`src/cnn_cfg_pkg.sv`:
```
package cnn_cfg_pkg;

    // array geometry
    localparam int COL_NUM    = 32;  // PE columns
    localparam int FIFO_DEPTH = 4;   // bytes per column store, one beat

    typedef logic [$clog2(COL_NUM)-1:0] col_idx_t;

    typedef enum logic {
        MODE_PW = 1'b0,  // pointwise
        MODE_DW = 1'b1   // depthwise
    } layer_mode_e;

    // layer configuration, 12 bits
    typedef struct packed {
        layer_mode_e mode;
        logic        stride2;   // column counter steps by two
        col_idx_t    last_col;  // counter wraps once it reaches this column
        col_idx_t    dw_start;  // depthwise start column, counter begins 3 below
    } layer_cfg_t;

endpackage

```
`src/cnn_data_pkg.sv`:
```
package cnn_data_pkg;

    // one ifmap beat from the global buffer, b0 leaves its column first
    typedef struct packed {
        logic [7:0] b3;
        logic [7:0] b2;
        logic [7:0] b1;
        logic [7:0] b0;
    } ifmap_beat_t;

    // one shifted byte per column
    typedef logic [cnn_cfg_pkg::COL_NUM-1:0][7:0] col_bytes_t;

    // weight k of a column multiplies the k-th byte out of that column
    typedef logic [cnn_cfg_pkg::COL_NUM-1:0][cnn_cfg_pkg::FIFO_DEPTH-1:0][7:0] weight_set_t;

    // 4 x 255 x 255 fits in 18 bits
    typedef logic [17:0] psum_t;

    typedef psum_t [cnn_cfg_pkg::COL_NUM-1:0] psum_row_t;

endpackage

```
`src/ifmap_credit_rx.sv`:
```
`timescale 1ns/100ps

module ifmap_credit_rx #(
    parameter int CREDITS = 2
) (
    input  logic                      clk,
    input  logic                      reset,
    input  logic                      beat_valid,
    input  cnn_data_pkg::ifmap_beat_t beat,
    output logic                      wr_valid,
    output cnn_data_pkg::ifmap_beat_t wr_beat,
    input  logic                      wr_ready,
    output logic                      credit_return
);
    import cnn_data_pkg::*;

    localparam int PTR_W = (CREDITS > 1) ? $clog2(CREDITS) : 1;
    localparam int CNT_W = $clog2(CREDITS + 1);

    ifmap_beat_t      mem [CREDITS];
    logic [PTR_W-1:0] wr_ptr;
    logic [PTR_W-1:0] rd_ptr;
    logic [CNT_W-1:0] count;
    logic             push;
    logic             pop;

    assign push     = beat_valid;            // never refused, credits bound the queue
    assign wr_valid = (count != '0);
    assign wr_beat  = mem[rd_ptr];
    assign pop      = wr_valid && wr_ready;

    always_ff @(posedge clk) begin
        if (push) begin
            mem[wr_ptr] <= beat;
        end
    end

    always_ff @(posedge clk) begin
        if (reset) begin
            wr_ptr        <= '0;
            rd_ptr        <= '0;
            count         <= '0;
            credit_return <= 1'b0;
        end else begin
            if (push) begin
                wr_ptr <= (wr_ptr == PTR_W'(CREDITS - 1)) ? '0 : wr_ptr + 1'b1;
            end
            if (pop) begin
                rd_ptr <= (rd_ptr == PTR_W'(CREDITS - 1)) ? '0 : rd_ptr + 1'b1;
            end
            count         <= count + CNT_W'(push) - CNT_W'(pop);
            credit_return <= pop;  // one credit back per popped beat
        end
    end

    // a beat into a full queue means the sender spent a credit it did not hold
    a_no_overrun: assert property (@(posedge clk) disable iff (reset)
        beat_valid |-> (count != CNT_W'(CREDITS)));

endmodule

```
`config.mk`:
```
export PLATFORM = sky130hd
export DESIGN_NAME = ifmap_credit_rx
export DESIGN_NICKNAME = d
export VERILOG_FILES = /design/src/cnn_cfg_pkg.sv /design/src/cnn_data_pkg.sv /design/src/ifmap_credit_rx.sv
export SDC_FILE = /design/constraint.sdc
export NUM_CORES = 1
export LEC_CHECK = 0
export ABC_AREA = 1
export ABC_CLOCK_PERIOD_IN_PS = 2200
export BUFFER_PORTS_ARGS = -buffer_cell sky130_fd_sc_hd__buf_2
export CELL_PAD_IN_SITES_DETAIL_PLACEMENT = 0
export CELL_PAD_IN_SITES_GLOBAL_PLACEMENT = 1
export CORE_UTILIZATION = 39
export CTS_CLUSTER_SIZE = 40
export DETAILED_ROUTE_END_ITERATION = 8
export GPL_TIMING_DRIVEN = 0
export PLACE_DENSITY = 0.76
export SLEW_MARGIN = 40
export SYNTH_ARGS = -nofsm -noshare
export SYNTH_HDL_FRONTEND = slang
export SYNTH_SLANG_ARGS = --single-unit
```
`constraint.sdc`:
```
create_clock -name clk -period 2.2 [get_ports clk]
set_input_delay 0.33 -clock clk [delete_from_list [all_inputs] [get_ports clk]]
set_output_delay 0.33 -clock clk [all_outputs]
set_load 0.05 [all_outputs]
```
* Word-level counts from Yosys, hierarchy flattened
Memory sizes are Yosys's and may differ from the RTL's. A register that Yosys moved wholly into a read port is not among the register bits.
Cells that the tools add are included.
** Cells by class
- $add $sub $neg :: 4
- Mux-type cells :: 6
- Reductions and logical operators :: 2
** Operators by type and width (count)
- 2-to-1 mux 1 bit :: 6
- adder 1 bit (second input constant) :: 2
- adder 2 x 1 -> 2 bit :: 1
- nonzero test 2 bit :: 1
- subtractor 2 x 1 -> 2 bit :: 1
- logical AND 1 bit :: 1
** Storage, ports and cells
- Register bits after elaboration :: 5
- Bits in writable memories :: 64
- Bits of input ports :: 36
- Output and inout bits :: 34
- Logic and storage cells :: 17
- Memories :: 1
** Memory list
- mem :: words 2, width 32, rd ports 1, clocked after Yosys merged registers in 1, write ports 1, RTL line ifmap_credit_rx.sv:20 : ifmap_beat_t mem [CREDITS];

* Longest topological paths before layout
- Word-level depth :: 4
- Gate-level depth with buffers :: 10

* Least setup slack after synthesis
No wires, ideal clock.
- Path kind :: in2reg
- From :: input beat_valid
- To :: memory mem[0][0] in the netlist's numbering (enable)
- Setup time :: 422 ps
- Arrival :: 1719 ps
- Required time :: 1778 ps
- Setup slack :: 59 ps
- Stages on the path :: 2
- Buffers on the path :: 0
- Cells stage by stage :: inv_1 nor2_1
** Between the ends
- Cells in the longest elaborated chain, start to end :: 2
** Ends and longest elaborated chain
- from (decl) :: RTL line ifmap_credit_rx.sv:8 : input logic beat_valid,
- 2-to-1 mux 1 bit :: RTL line ifmap_credit_rx.sv:33 : if (push) begin
- 2-to-1 mux 1 bit (not written as such) :: RTL line ifmap_credit_rx.sv:34 : mem[wr_ptr] <= beat;
- to (decl) :: RTL line ifmap_credit_rx.sv:20
Every way passes these cells.

==> results.tsv <==
stage	metric	value	unit
yosys	ys.flop_type	edfxtp_1	
place	dp_cells	304	
yosys	ys_types	13	
clock_network	cts_tree	done	
route	avgViaCountPerCell	4.288	
power	cellLeakagePower	1.372	nW
yosys	syn-instance-count	138	
place	place_ws	0.6862	ns
clock_network	holdBufCountCts	0	
yosys	synth_top_family_by_area	multiplexers	
setup_path	path_max_fanout	10	
clock_network	root_buffer	clkbuf_8	
sta	fin_crit	1.795	ns
route	vias	1372	
sta	drv_slew	0	
place	placed_cell_area	3218	µm²
yosys	yosysMostFrequentCell	edfxtp_1	
final_layout	syn_to_final_growth	23.69	%
floorplan	io-pin-count	70	
yosys	yosysWarnings	0	
clock_network	ctsResizeCount	0	
yosys	yosysTopAreaCell	edfxtp_1	
power	ir_drop	0.3685	mV
final_layout	fin_area	3377	µm²
route	drtAntennaViolNets	0	
floorplan	fp.dieW	85.67	µm
global_route	use_met3	4.042	%
final_layout	instances_no_fill	320	
yosys	synth_common_cells	edfxtp_1, mux2_4, inv_1, nor2_1	
power	p_switching	1.284	mW
final_layout	final_nets	257	
floorplan	start_util	40.18	%
place	io_buffers	69	
run_status	status	finished, final reports clean	
yosys	ys_ff_latch	70	
sta	fin_skew	0.005096	ns
yosys	ys_seq_area_share	74.79	%
final_layout	n_antenna_cell	0	
yosys	synthArstFlopShare	0	%
floorplan	core	6794	µm²
global_route	grt_max_degree	34	
yosys	synth_fa_ha_area_share	0.9166	%
clock_network	cts_sinks	70	
yosys	syn_nets	176	
job	drv_cap	0	
power	power_frac_comb	34.3	%
global_route	grt_pass1_wl	6354	µm
yosys	synth-simple-area-share	2.796	%
sta	finalHoldViolations	0	
yosys	synth-xor-area-share	0	%
final_layout	final_util	49.71	%
setup_path	r2r-start	count[1]	
yosys	muxShareOfSynthArea	17.32	%
yosys	avgSynthCellArea	19.78	µm²
clock_network	path_clk_slew	0.07	ns
sta	setup_slack	0.4045	ns
yosys	synth_edf_count	64	
sta	rsz0062_at_grt	no	
setup_path	critPathKind	flop to primary output	
yosys	syn_area	2730	µm²
worst_hold_path	min_path_type	primary input to flop	
sta	setup-violations-final	0	
route	drt_iter0_drc	62	
final_layout	multi_input_area	586.8	µm²
route	drtPass1Iterations	4	
global_route	grt-busiest-layer	met2	
setup_path	critPathCaptureType	primary output	
sta	max_freq	557.0	MHz
floorplan	fp-row-count	30	
sta	whs	0.1862	ns
sta	relSlewSlack	50.17	%
yosys	synth_area_leaders	edfxtp_1, mux2_4, dfxtp_1	
global_route	antenna_found_initial	0	
global_route	met2_usage	18.33	%
global_route	grt_overflow	0	
worst_hold_path	hold_start	beat[10]	
route	wl	4306	µm
setup_path	crit_arrival	1.47	ns
place	post-dp-hpwl	2821	µm
clock_network	clk_path_buf_depth	2	
clock_network	clk-insertion-delay-late	0.33	ns
setup_path	crit_required	1.87	ns
clock_network	post-cts-setup-buffers	0	
power	pwr-share-clk	22.9	%
power	power.density	1097	nW/µm²
power	cellInternalPower	2.420	mW
setup_path	start_kind	flop	
global_route	grt_pass1_vias	1312	
place	globalplace.congestion	0.6460	
final_layout	fill_cells	594	
sta	finalCritPeriodShare	81.61	%
final_layout	drive_above_1_share	54.02	%
floorplan	die_h	85.67	µm
yosys	synth_compound_area_share	0.1833	%
final_layout	regArea	2042	µm²
route	wl_per_cell	13.46	µm
clock_network	htreeDepth	3	
power	p_sw_share	34.66	%
route	drc	0	
global_route	grtUsageMet1	15.02	%
yosys	synth_top_area_share	70.39	%
global_route	grt_use_total	12.07	%
clock_network	numCtsBuffers	9	
sta	tightest_slew	0.7463	ns
floorplan	dieArea	7338	µm²
power	seq_power_share	42.8	%
[flip-flops by register name, indices dropped and copies added, names as in the netlist, named ones only]
register	count
count	2
wr_ptr	1
rd_ptr	1
credit_return	1
mem	64
[critical path, cell delays in order, from the launching register on]
cell     delay [ns]
dfxtp_1        0.32
buf_6          0.14
buf_12         0.15
mux2_4         0.31
buf_2          0.21
[cells in the final DEF (no fill, tap or decap)]
cell      synthesis  layout
mux2_2            2       2
edfxtp_1         64      64
a21oi_1           1       1
buf_12            3       3
nand3_1           2       2
clkinv_2          0       3
nor2_1            9       8
inv_2             0       1
buf_2             0      69
mux2_4           30      30
clkbuf_8          0       9
buf_8             0       1
inv_1            10       9
dfxtp_1           6       6
clkinv_4          0       1
buf_6             1       1
ha_1              2       2
clkbuf_1          0       3
nor3_1            2       2
nor2_4            0       1
nand2_1           6       6
[layout make-up]
cell class                 instances  share of cell area (%)
tap                               96                   3.557
inverter                          10                   1.112
multi-input combinational         54                   17.38
clock buffer                      12                   4.001
buffer                             4                   2.112
sequential                        70                   60.47
timing repair buffer              70                   10.67
clock inverter                     4                  0.7040
[worst paths after layout]
| check | to | slack, ns | depth (start not counted) |
|---|---|---|---|
| worst min-delay path | mem[0][10] | 0.19 | 1 |
| worst max register to register | count[1] | 0.77 | 9 |
| worst min register to register | rd_ptr | 0.51 | 2 |
| worst max-delay path | wr_beat[5] | 0.40 | 4 |
[power groups by stage]
stage,Clock [mW],Sequential [mW],Combinational [mW]
after global routing,0.936,1.59,1.34
after floorplan,0,1.62,1.05
after global placement,0,1.62,1.27
after detailed placement,0,1.62,1.28
final,0.847,1.59,1.27
after CTS,0.879,1.59,1.29
[layer usage]
layer | up-vias | part of all wire (%)
met5 | - | 0
met4 | 0 | 1.4
met3 | 7 | 7.1
met2 | 47 | 45
met1 | 647 | 46
li1 | 671 | -
[cells by family (layout without fill, tap and decap cells)]
kind of cell	after synthesis	after routing
DFF	70	70
muxes	32	32
and+or+nand+nor	19	19
buffers and inverters	14	100
adders and majority gates	2	2
AOI/OAI and AO/OA	1	1
[through the flow]
stage | power [mW] | TNS [ns]
final | 3.703 | 0
after global routing | 3.868 | 0
after CTS | 3.752 | 0
after detailed placement | 2.901 | 0
after global placement | 2.884 | -31.42
after floorplan | 2.670 | 0
No activity file was read; power rests on OpenSTA's default activity.
