===== src/cnn_cfg_pkg.sv =====
package cnn_cfg_pkg;

    // array geometry
    localparam int COL_NUM    = 32;  // PE columns
    localparam int FIFO_DEPTH = 4;   // bytes per column store, one beat

    typedef logic [$clog2(COL_NUM)-1:0] col_idx_t;

    typedef enum logic {
        MODE_PW = 1'b0,  // pointwise
        MODE_DW = 1'b1   // depthwise
    } layer_mode_e;

    // layer configuration, 12 bits
    typedef struct packed {
        layer_mode_e mode;
        logic        stride2;   // column counter steps by two
        col_idx_t    last_col;  // counter wraps once it reaches this column
        col_idx_t    dw_start;  // depthwise start column, counter begins 3 below
    } layer_cfg_t;

endpackage


===== src/cnn_data_pkg.sv =====
package cnn_data_pkg;

    // one ifmap beat from the global buffer, b0 leaves its column first
    typedef struct packed {
        logic [7:0] b3;
        logic [7:0] b2;
        logic [7:0] b1;
        logic [7:0] b0;
    } ifmap_beat_t;

    // one shifted byte per column
    typedef logic [cnn_cfg_pkg::COL_NUM-1:0][7:0] col_bytes_t;

    // weight k of a column multiplies the k-th byte out of that column
    typedef logic [cnn_cfg_pkg::COL_NUM-1:0][cnn_cfg_pkg::FIFO_DEPTH-1:0][7:0] weight_set_t;

    // 4 x 255 x 255 fits in 18 bits
    typedef logic [17:0] psum_t;

    typedef psum_t [cnn_cfg_pkg::COL_NUM-1:0] psum_row_t;

endpackage


===== src/vertical_buffer.sv =====
`timescale 1ns/100ps

module vertical_buffer (
    input  logic                      clk,
    input  logic                      reset,
    input  logic                      cfg_load,
    input  cnn_cfg_pkg::layer_cfg_t   cfg,
    input  logic                      wr_valid,
    input  cnn_data_pkg::ifmap_beat_t wr_beat,
    output logic                      wr_ready,
    input  logic                      start,
    output logic                      busy,
    output cnn_data_pkg::col_bytes_t  col_bytes
);
    import cnn_cfg_pkg::*;

    localparam int CNT_W = $clog2(FIFO_DEPTH + 1);

    // index 0 is the oldest byte, the one on col_bytes
    logic [FIFO_DEPTH-1:0][7:0] store [COL_NUM];

    layer_cfg_t       cfg_q;
    col_idx_t         col_cnt;
    col_idx_t         restart_col;   // where the counter goes after last_col
    col_idx_t         load_col;
    col_idx_t         col_step;
    logic [CNT_W-1:0] shift_cnt;
    logic             wr_fire;

    assign busy     = (shift_cnt != '0);
    assign wr_ready = !busy;
    assign wr_fire  = wr_valid && wr_ready;

    // depthwise starts 3 columns early, modulo the column count
    assign load_col = (cfg.mode == MODE_DW) ? col_idx_t'(cfg.dw_start - col_idx_t'(3)) : '0;
    assign col_step = cfg_q.stride2 ? col_idx_t'(2) : col_idx_t'(1);

    always_ff @(posedge clk) begin
        if (reset) begin
            cfg_q       <= '0;  // pointwise, stride 1
            col_cnt     <= '0;
            restart_col <= '0;
        end else if (cfg_load) begin
            cfg_q       <= cfg;
            col_cnt     <= load_col;
            restart_col <= load_col;
        end else if (wr_fire) begin
            if (col_cnt >= cfg_q.last_col) begin
                col_cnt <= restart_col;
            end else begin
                col_cnt <= col_cnt + col_step;
            end
        end
    end

    // four-cycle shift window
    always_ff @(posedge clk) begin
        if (reset) begin
            shift_cnt <= '0;
        end else if (start) begin
            shift_cnt <= CNT_W'(FIFO_DEPTH);
        end else if (busy) begin
            shift_cnt <= shift_cnt - 1'b1;
        end
    end

    always_ff @(posedge clk) begin
        if (reset) begin
            for (int c = 0; c < COL_NUM; c++) begin
                store[c] <= '0;
            end
        end else if (busy) begin
            for (int c = 0; c < COL_NUM; c++) begin
                store[c] <= {8'd0, store[c][FIFO_DEPTH-1:1]};  // shift toward output, zero fill
            end
        end else if (wr_fire) begin
            store[col_cnt] <= {wr_beat.b3, wr_beat.b2, wr_beat.b1, wr_beat.b0};
        end
    end

    always_comb begin
        for (int c = 0; c < COL_NUM; c++) begin
            col_bytes[c] = store[c][0];
        end
    end

    a_start_idle: assert property (@(posedge clk) disable iff (reset)
        start |-> !busy);

    // the PE array relies on exactly four shift cycles
    a_shift_window: assert property (@(posedge clk) disable iff (reset)
        start |=> busy [*FIFO_DEPTH] ##1 !busy);

endmodule

===== config.mk =====
export PLATFORM = sky130hd
export DESIGN_NAME = vertical_buffer
export DESIGN_NICKNAME = d
export VERILOG_FILES = /design/src/cnn_cfg_pkg.sv /design/src/cnn_data_pkg.sv /design/src/vertical_buffer.sv
export SDC_FILE = /design/constraint.sdc
export NUM_CORES = 1
export LEC_CHECK = 0
export ABC_AREA = 1
export BUFFER_PORTS_ARGS = -buffer_cell sky130_fd_sc_hd__buf_2
export CORE_MARGIN = 5
export CORE_UTILIZATION = 55
export CTS_CLUSTER_DIAMETER = 80
export DETAILED_ROUTE_END_ITERATION = 12
export PLACE_DENSITY_LB_ADDON = 0.1
export SLEW_MARGIN = 15
export SYNTH_ARGS = -nofsm -noshare
export SYNTH_HDL_FRONTEND = slang
export SYNTH_SLANG_ARGS = --single-unit
export TNS_END_PERCENT = 50

===== constraint.sdc =====
create_clock -name clk -period 2.58 [get_ports clk]
set_input_delay 0.129 -clock clk [delete_from_list [all_inputs] [get_ports clk]]
set_output_delay 0.129 -clock clk [all_outputs]
set_load 0.02 [all_outputs]

* Word level (Yosys, flattened, before mapping)
Memory sizes are Yosys's and may differ from the RTL's.
Cells that the tools add are included.
** Word-level totals
- Output and inout bits :: 258
- Memories kept :: 1
- Memory bits (writable) :: 1024
- Input bits :: 49
- Register bits after elaboration :: 19
- Logic and storage cells :: 101
** Cells by class
- Bitwise logic cells :: 32
- Reductions and logical operators :: 7
- Magnitude comparators :: 1
- Multiplexer cells :: 51
- $add $sub $neg :: 3
** Memories
- store :: words 32, width 32, read ports 32, clocked after Yosys merged registers in 0, wr ports 32, RTL line vertical_buffer.sv:20 : logic [FIFO_DEPTH-1:0][7:0] store [COL_NUM];
** Operators by type and width (number)
- $mux W32 :: 33
- $or A1 B1 Y1 :: 32
- $reduce_or A32 Y1 :: 1
- $mux W5 :: 5
- $mux W1 :: 10
- $mux W3 :: 2
- $add A5 B2 Y5 :: 1
- $ge A5 B5 Y1 :: 1
- $sub A5 B2 Y5 const B :: 1
- $reduce_bool A2 Y1 :: 2
- $reduce_bool A3 Y1 :: 1
- $sub A3 B1 Y3 const B :: 1
- $mux W2 :: 1
- $reduce_or A2 Y1 :: 1
- $logic_and A1 B1 Y1 :: 1
- $logic_not A1 Y1 :: 1

* Logic depth before layout (Yosys ltp)
Gate-level depths: netlist of the first run.
- Word-level depth :: 9
- Mapped depth :: 12
- Depth with buffers taken out :: 11

* Worst setup path before layout of the first run
Ideal clock, no wire load.
- Path type :: reg-to-reg
- Start :: reg shift_cnt[0]
- End :: mem store[28][0] in the netlist's numbering, enable pin
- Setup slack :: -0.409 ns
- Required time :: 2.191 ns
- Buffers on the path :: 2
- Data arrival time :: 2.600 ns
- Cell stages (with the launch flop) :: 12
- Cells stage by stage :: dfxtp_1 inv_1 ha_1 ha_1 nand2_1 inv_1 nand2_4 nor3_2 nand2_2 buf_2 buf_2 nand2_1
** RTL lines
- start, declared :: RTL line vertical_buffer.sv:27 : logic [CNT_W-1:0] shift_cnt;
- start signal, assigned :: RTL line vertical_buffer.sv:61 : shift_cnt <= CNT_W'(FIFO_DEPTH);
- start signal, assigned :: RTL line vertical_buffer.sv:63 : shift_cnt <= shift_cnt - 1'b1;
- end, declared :: RTL line vertical_buffer.sv:20

* Worst setup path in the final report of the first run
- Start :: reg shift_cnt[0]
- End :: out busy
** Between the ends
- Longest elaborated chain between the ends :: 1
** RTL lines
- $reduce_bool A3 Y1 :: RTL line vertical_buffer.sv:30 : assign busy = (shift_cnt != '0);
- end, declared :: RTL line vertical_buffer.sv:12 : output logic busy,
No other way between the ends.

==> results of run 1 <==
==> worst reg2reg max path: stages, from the launching register on <==
cell and delay, ns:
dfxtp_1 0.32, inv_1 0.10, ha_4 0.16, ha_4 0.14, buf_12 0.11, nand2_1 0.06, inv_1 0.11, nand2_4 0.11
nor3_4 0.18, buf_4 0.21, nand2_1 0.13, buf_4 0.26, o21ai_0 0.41
==> repair_timing <==
item	in CTS	in global routing
gates cloned	0	2
hold buffers	16	0
endpoints found under the setup margin	988	646
gates resized for setup	13	10
pin swaps	5	1
setup buffers	7	0
endpoints found under the hold margin	30	0
==> sequential cells by signal (all words and copies together) (netlist names) <==
name         count
store         1024
cfg_q            6
col_cnt          5
restart_col      5
shift_cnt        3
==> placed cells by master (no fill, tap or decap), drive strengths merged <==
master,instances
dlygate4sd3,16
clkbuf,125
nor3,7
nor2,280
nand2,105
nand4,6
dfxtp,19
bufinv,12
clkinvlp,2
diode,1
fa,1
edfxtp,1024
a21oi,19
ha,11
inv,81
a211oi,1
nand3,783
or2,2
clkinv,47
buf,448
o21ai,781
==> cell type report <==
cell class / count / share of cell area (%)
Tap cell: 1060 / 2.68
Antenna cell: 1 / 0.00505
Sequential cell: 1043 / 62.9
Multi-Input combinational cell: 1996 / 19.8
Timing Repair Buffer: 465 / 7.22
Clock inverter: 62 / 1.22
Clock buffer: 124 / 5.58
Inverter: 80 / 0.654
==> cell families (layout without fill, tap and decap cells) <==
family / count (synthesis) / in the layout
flops: 1043 / 1043
buf+inv: 709 / 731
compound gates: 801 / 801
fa+ha+maj: 12 / 12
other cells: 0 / 1
simple gates: 1182 / 1183
==> final timing paths <==
check	to	slack, ns	cells after the start
hold reg to reg	restart_col[1]	0.47	2
setup reg to reg	store[2][4]	0.06	12
setup / recovery	busy	0.04	8
hold / removal	restart_col[1]	0.06	4
==> layer usage <==
metal  wire length [um]  vias to the layer above
met5                  0                        -
met4               2940                        0
met3              11400                      185
met2              58200                     1401
met1              48400                    14400
li1                   -                    13200
==> where the power goes <==
group	total [mW]	leakage, nW	switching [mW]	internal (mW)
logic	4.51	5.88	3.29	1.22
clock network	15.1	1.66	6.31	8.78
registers	21.5	11.4	0.644	20.9
==> stage by stage <==
step	util [%]	instances	hold slack (ns)
after floorplan	-	3747	0.264
final	61.6	4831	0.0580
after detailed placement	57.0	4619	0.458
after CTS	61.5	4828	0.00996
after global placement	57.0	4619	0.455
after global routing	61.6	4830	0.0235
==> metrics.csv, run 1 <==
stage,metric,value,unit
routing,via count,29200,
setup_path,crit-path cells,"inv_1, ha_4, ha_4, buf_12, inv_8, buf_12, buf_16, buf_6",
timing,Pins Over Slew Limit,0,
global_routing,largest net degree at the start of global routing,250,
routing,DR iter-0 viols,3898,
floorplan,die height,295,um
timing,worst clock skew,0.0205,ns
routing,WL/cell,25.0,um
timing,crit share post-route,98.3,%
yosys,fraction of registers with async set/reset,0,%
setup_path,CP required,2.45,ns
timing,RSZ-0062 raised after global routing,false,
setup_path,Critical path buffers and inverters,6,
worst_hold_path,hold path start,cfg[1],
setup_path,critical path endpoint category,output pin,
global_routing,met2 GRT Util,43.4,%
yosys,most numerous cell in the Yosys netlist,edfxtp_1,
timing,actual slew at the worst max-slew pin,1.32,ns
yosys,Main synth FF type,edfxtp_1,
routing,DR vias/cell,6.05,
yosys,Syn. warnings,0,
floorplan,# IOs,307,
setup_path,crit path from,shift_cnt[0],
yosys,Post-Syn Area per Cell,11.9,sq um
clock_network,clk sinks,1043,
status,status,finished clean,
yosys,area fraction of the dominant cell type after synthesis,69.0,%
yosys,top post-synthesis cells by area,"edfxtp_1, nand3_1, o21ai_0, buf_4, nor2_1",
setup_path,CP startpoint kind,flip-flop,
cells_and_area,share of cells above drive strength 1,17.6,%
setup_path,CP top delay family,buffers and inverters,
timing,# setup viols final,0,
routing,# DRC,0,
cells_and_area,FF/Latch Area,0.0311,sq mm
clock_network,CTS Root Cell,clkbuf_16,
timing,TNS Setup,0,ns
clock_network,CTS tree,built,
routing,Antenna Nets Post-Route,0,
yosys,Synth Cell Area,0.0446,sq mm
global_routing,busiest grt layer,met2,
timing,Final Hold Vio Count,0,
worst_hold_path,worst hold path class,input pin to flip-flop,
yosys,Synth Area in Compound Gates,9.00,%
placement,DP HPWL,66700,um
yosys,Adder-Cell Fraction of Synth Area,0.354,%
pwr,maximum VDD drop,0.586,mV
yosys,"Seq/Total Area, Yosys",69.9,%
clock_network,H-Tree Depth,3,
yosys,Syn Inst Count,3747,
yosys,Yosys top cell by area,edfxtp_1,
yosys,"flops & latches, synth",1043,
floorplan,Core Box Area,0.0804,sq mm
global_routing,first-pass GRT wire length,176000,um
timing,Final WS setup,0.0448,ns
pwr,Lkg Pwr,18.9,nW
placement,number of port buffers,306,
global_routing,GRT overflow,0,
yosys,main combinational cell family by area after synthesis,simple AND/OR/NAND/NOR gates,
pwr,Overall Power,41.1,mW
global_routing,met1 Use GR,39.1,%
routing,Routed WL,121000,um
setup_path,Worst path max stage delay,0.34,ns
cells_and_area,area grow syn2layout,11.2,%
setup_path,highest-delay cell along the critical path,dfxtp_1,
floorplan,row cnt,104,
clock_network,CTS Buf Count,103,
cells_and_area,NumNets Final,3750,
placement,pre-CTS setup slack,-0.406,ns
global_routing,met3 Usage GRT,4.41,%
yosys,number of synthesized flops with an enable pin,1024,
clock_network,clock buffer depth,3,
setup_path,worst-path maximum fanout,88,
global_routing,vias in the first global route,27400,
yosys,xor/xnor share of the synthesized area,0,%
placement,Final Wtd Congestion,0.846,
yosys,syn nets,3808,
yosys,mux cell area share after synthesis,0,%
floorplan,DIE AREA,0.0868,sq mm
setup_path,Setup CP Type,flip-flop to output pin,
floorplan,DIE WIDTH,295,um
placement,DP Area,0.0458,sq mm
timing,max_slew headroom,11.8,%
yosys,simple-gate share of the synthesized area,12.4,%
global_routing,initial antenna violation count,5,
cells_and_area,fin area,0.0495,sq mm
routing,Detailed Routing Iterations Pass 1,6,
yosys,Commonest cells post-synth,"edfxtp_1, nand3_1, o21ai_0",
cells_and_area,multi-input combinational cell area,0.00980,sq mm
pwr,PwrDens,830,mW/mm^2
clock_network,Worst-path clk slew,0.06,ns
timing,final worst path period need,2.54,ns
cells_and_area,Fillers,6241,
clock_network,Skew-Pair Late Insertion Delay,0.66,ns
timing,Fmax,394,MHz
flow_run,number of max-cap violations,0,
setup_path,start of the worst register-to-register path,shift_cnt[0],
floorplan,Starting Density,55.4,%
yosys,Synth cell types,29,
setup_path,WP data arrival,2.41,ns
global_routing,total track usage,27.0,%
Note: power is estimated with default switching activity, not from simulation.
==> inputs of run 2 (changes only) <==
- SETUP_SLACK_MARGIN: not set -> 0.05
==> run 2 against run 1 <==
Total power fell by 1.8%. Global-route usage barely moved. Critical path type unchanged. Largest power group unchanged. Via count rose by 0.71%.
==> metrics.csv, run 2 (synthesis results as in run 1) <==
stage,metric,value,unit,change
setup_path,critical path endpoint category,output pin,,unchanged
routing,wire length on met3,10400,um,was 11400 um
global_routing,initial antenna violation count,6,,was 5
placement,DP HPWL,66900,um,was 66700 um
cells_and_area,area grow syn2layout,10.5,%,was 11.2%
cells_and_area,FF/Latch Area,0.0311,sq mm,unchanged
routing,DR iter-0 viols,3611,,was 3898
pwr,PwrDens,820,mW/mm^2,was 830 mW/mm^2
setup_path,CP required,2.45,ns,about the same
placement,number of port buffers,306,,unchanged
routing,Antenna Nets Post-Route,0,,unchanged
setup_path,Setup CP Type,flip-flop to output pin,,unchanged
timing,actual slew at the worst max-slew pin,1.32,ns,about the same
clock_network,CTS Buf Count,102,,was 103
cells_and_area,share of cells above drive strength 1,17.5,%,was 17.6%
timing,crit share post-route,98.0,%,was 98.3%
timing,Final Hold Slack,0.0196,ns,was 0.0580 ns
clock_network,Skew-Pair Late Insertion Delay,0.66,ns,about the same
cells_and_area,"Most flops, register",store,,unchanged
timing,worst clock skew,0.0185,ns,was 0.0205 ns
cells_and_area,Fillers,6386,,was 6241
setup_path,CP startpoint kind,flip-flop,,unchanged
setup_path,worst-path maximum fanout,99,,was 88
worst_hold_path,worst hold path class,input pin to flip-flop,,unchanged
floorplan,row cnt,104,,unchanged
timing,Pins Over Slew Limit,0,,unchanged
timing,TNS Setup,0,ns,unchanged
cells_and_area,Largest regs,"store: 1024 flops, cfg_q: 6 flops",,unchanged
floorplan,Starting Density,55.4,%,unchanged
clock_network,H-Tree Depth,3,,unchanged
clock_network,clk sinks,1043,,unchanged
floorplan,DIE WIDTH,295,um,unchanged
routing,Met1 Wirelength,48500,um,was 48400 um
cells_and_area,fin area,0.0492,sq mm,was 0.0495 sq mm
cells_and_area,ant diodes,0,,was 1
cells_and_area,"most common cell after layout, fill and taps aside",edfxtp_1,,unchanged
floorplan,die height,295,um,unchanged
timing,final worst path period need,2.53,ns,was 2.54 ns
global_routing,total track usage,27.0,%,about the same
routing,Routed WL,121000,um,about the same
timing,max_slew headroom,11.8,%,about the same
cells_and_area,multi-input combinational cell area,0.00981,sq mm,was 0.00980 sq mm
routing,met2 wire length,58200,um,about the same
placement,DP Area,0.0457,sq mm,was 0.0458 sq mm
routing,DR vias/cell,6.10,,was 6.05
floorplan,# IOs,307,,unchanged
timing,Final Hold Vio Count,0,,unchanged
pwr,Lkg Pwr,18.8,nW,was 18.9 nW
floorplan,DIE AREA,0.0868,sq mm,unchanged
global_routing,GRT overflow,0,,unchanged
timing,# setup viols final,0,,unchanged
routing,WL/cell,25.0,um,about the same
global_routing,largest net degree at the start of global routing,261,,was 250
pwr,Overall Power,40.4,mW,was 41.1 mW
routing,Detailed Routing Iterations Pass 1,5,,was 6
placement,Final Wtd Congestion,0.859,,was 0.846
routing,Max Used Layer,met4,,unchanged
clock_network,Worst-path clk slew,0.06,ns,about the same
placement,DP Cell Count,4611,,was 4619
clock_network,clock buffer depth,3,,unchanged
clock_network,CTS tree,built,,unchanged
global_routing,first-pass GRT wire length,178000,um,was 176000 um
cells_and_area,"commonest cells after routing, fill and taps aside","edfxtp_1, nand3_1, o21ai_0",,unchanged
global_routing,vias in the first global route,27600,,was 27.4k
routing,# DRC,0,,unchanged
clock_network,CTS Root Cell,clkbuf_16,,unchanged
timing,Fmax,396,MHz,was 394 MHz
cells_and_area,max reg flops,1024,,unchanged
pwr,maximum VDD drop,0.549,mV,was 0.586 mV
flow_run,number of max-cap violations,0,,unchanged
floorplan,Core Box Area,0.0804,sq mm,unchanged
setup_path,WP data arrival,2.40,ns,was 2.41 ns
cells_and_area,Final Instance Count excl. Fillers,4824,,was 4831
cells_and_area,NumNets Final,3743,,was 3750
routing,via count,29400,,was 29.2k
timing,RSZ-0062 raised after global routing,true,,was false
status,status,finished clean,,unchanged
-- run 2: changes by cell type in the layout (fill, tap and decap cells not counted), sizes merged --
cell	change
inv	+2
clkinv	+1
buf	-7
dlygate4sd3	+2
bufinv	-4
clkbuf	+1
nor2	-1
diode	-1
-- run 2: timing repair --
| item | in CTS | in global routing |
|---|---|---|
| buffers inserted | 3 | 4 |
| hold buffers | 18 | 0 |
| endpoints found under the setup margin | 115 | 273 |
| endpoints found under the hold margin | 23 | 0 |
| cloned | 0 | 1 |
| pin swaps | 1 | 2 |
| resized for setup | 0 | 10 |
-- run 2: area by class of cell --
cell class              instances  share of cell area (%)
clock inverters                61                    1.00
multi-input cells            1995                    19.9
inverters                      80                   0.678
clock buffers                 125                    5.49
repair buffers                460                    6.99
well taps                    1060                    2.69
flip-flops and latches       1043                    63.2
-- run 2: final timing paths --
kind / endpoint / cells past startpoint / slack (ns) / startpoint
worst min register to register: restart_col[1] / 2 / 0.46 / restart_col[1]
worst max-delay path: busy / 7 / 0.05 / shift_cnt[0]
worst min-delay path: store[13][30] / 4 / 0.02 / wr_beat[30]
worst max register to register: shift_cnt[2] / 9 / 0.14 / shift_cnt[0]
-- run 2: where the power goes --
group | switching, mW | leakage [nW] | internal (mW) | total [mW]
sequential | 0.605 | 11.4 | 20.9 | 21.5
combinational | 3.27 | 5.82 | 1.14 | 4.42
clock | 6.27 | 1.57 | 8.21 | 14.5
-- run 2: routing by layer --
metal	vias to the layer above	track usage (%)
li1	13200	-
met1	14700	39.2
met2	1408	43.1
met3	192	4.02
met4	0	8.29
met5	-	0
-- run 2: through the flow --
| step | util (%) | worst slack, ns |
|---|---|---|
| floorplan | - | -0.228 |
| global placement | 56.9 | -0.0771 |
| detailed placement | 56.9 | -0.105 |
| CTS | 61.1 | 0.0223 |
| global route | 61.2 | -0.0506 |
| finish | 61.2 | 0.0523 |
-- run 2: critical path, cell delays in order (launching register included) --
cell	delay [ns]
dfxtp_1	0.33
inv_1	0.06
ha_1	0.21
ha_1	0.20
buf_4	0.18
inv_8	0.09
buf_12	0.35
buf_2	0.26
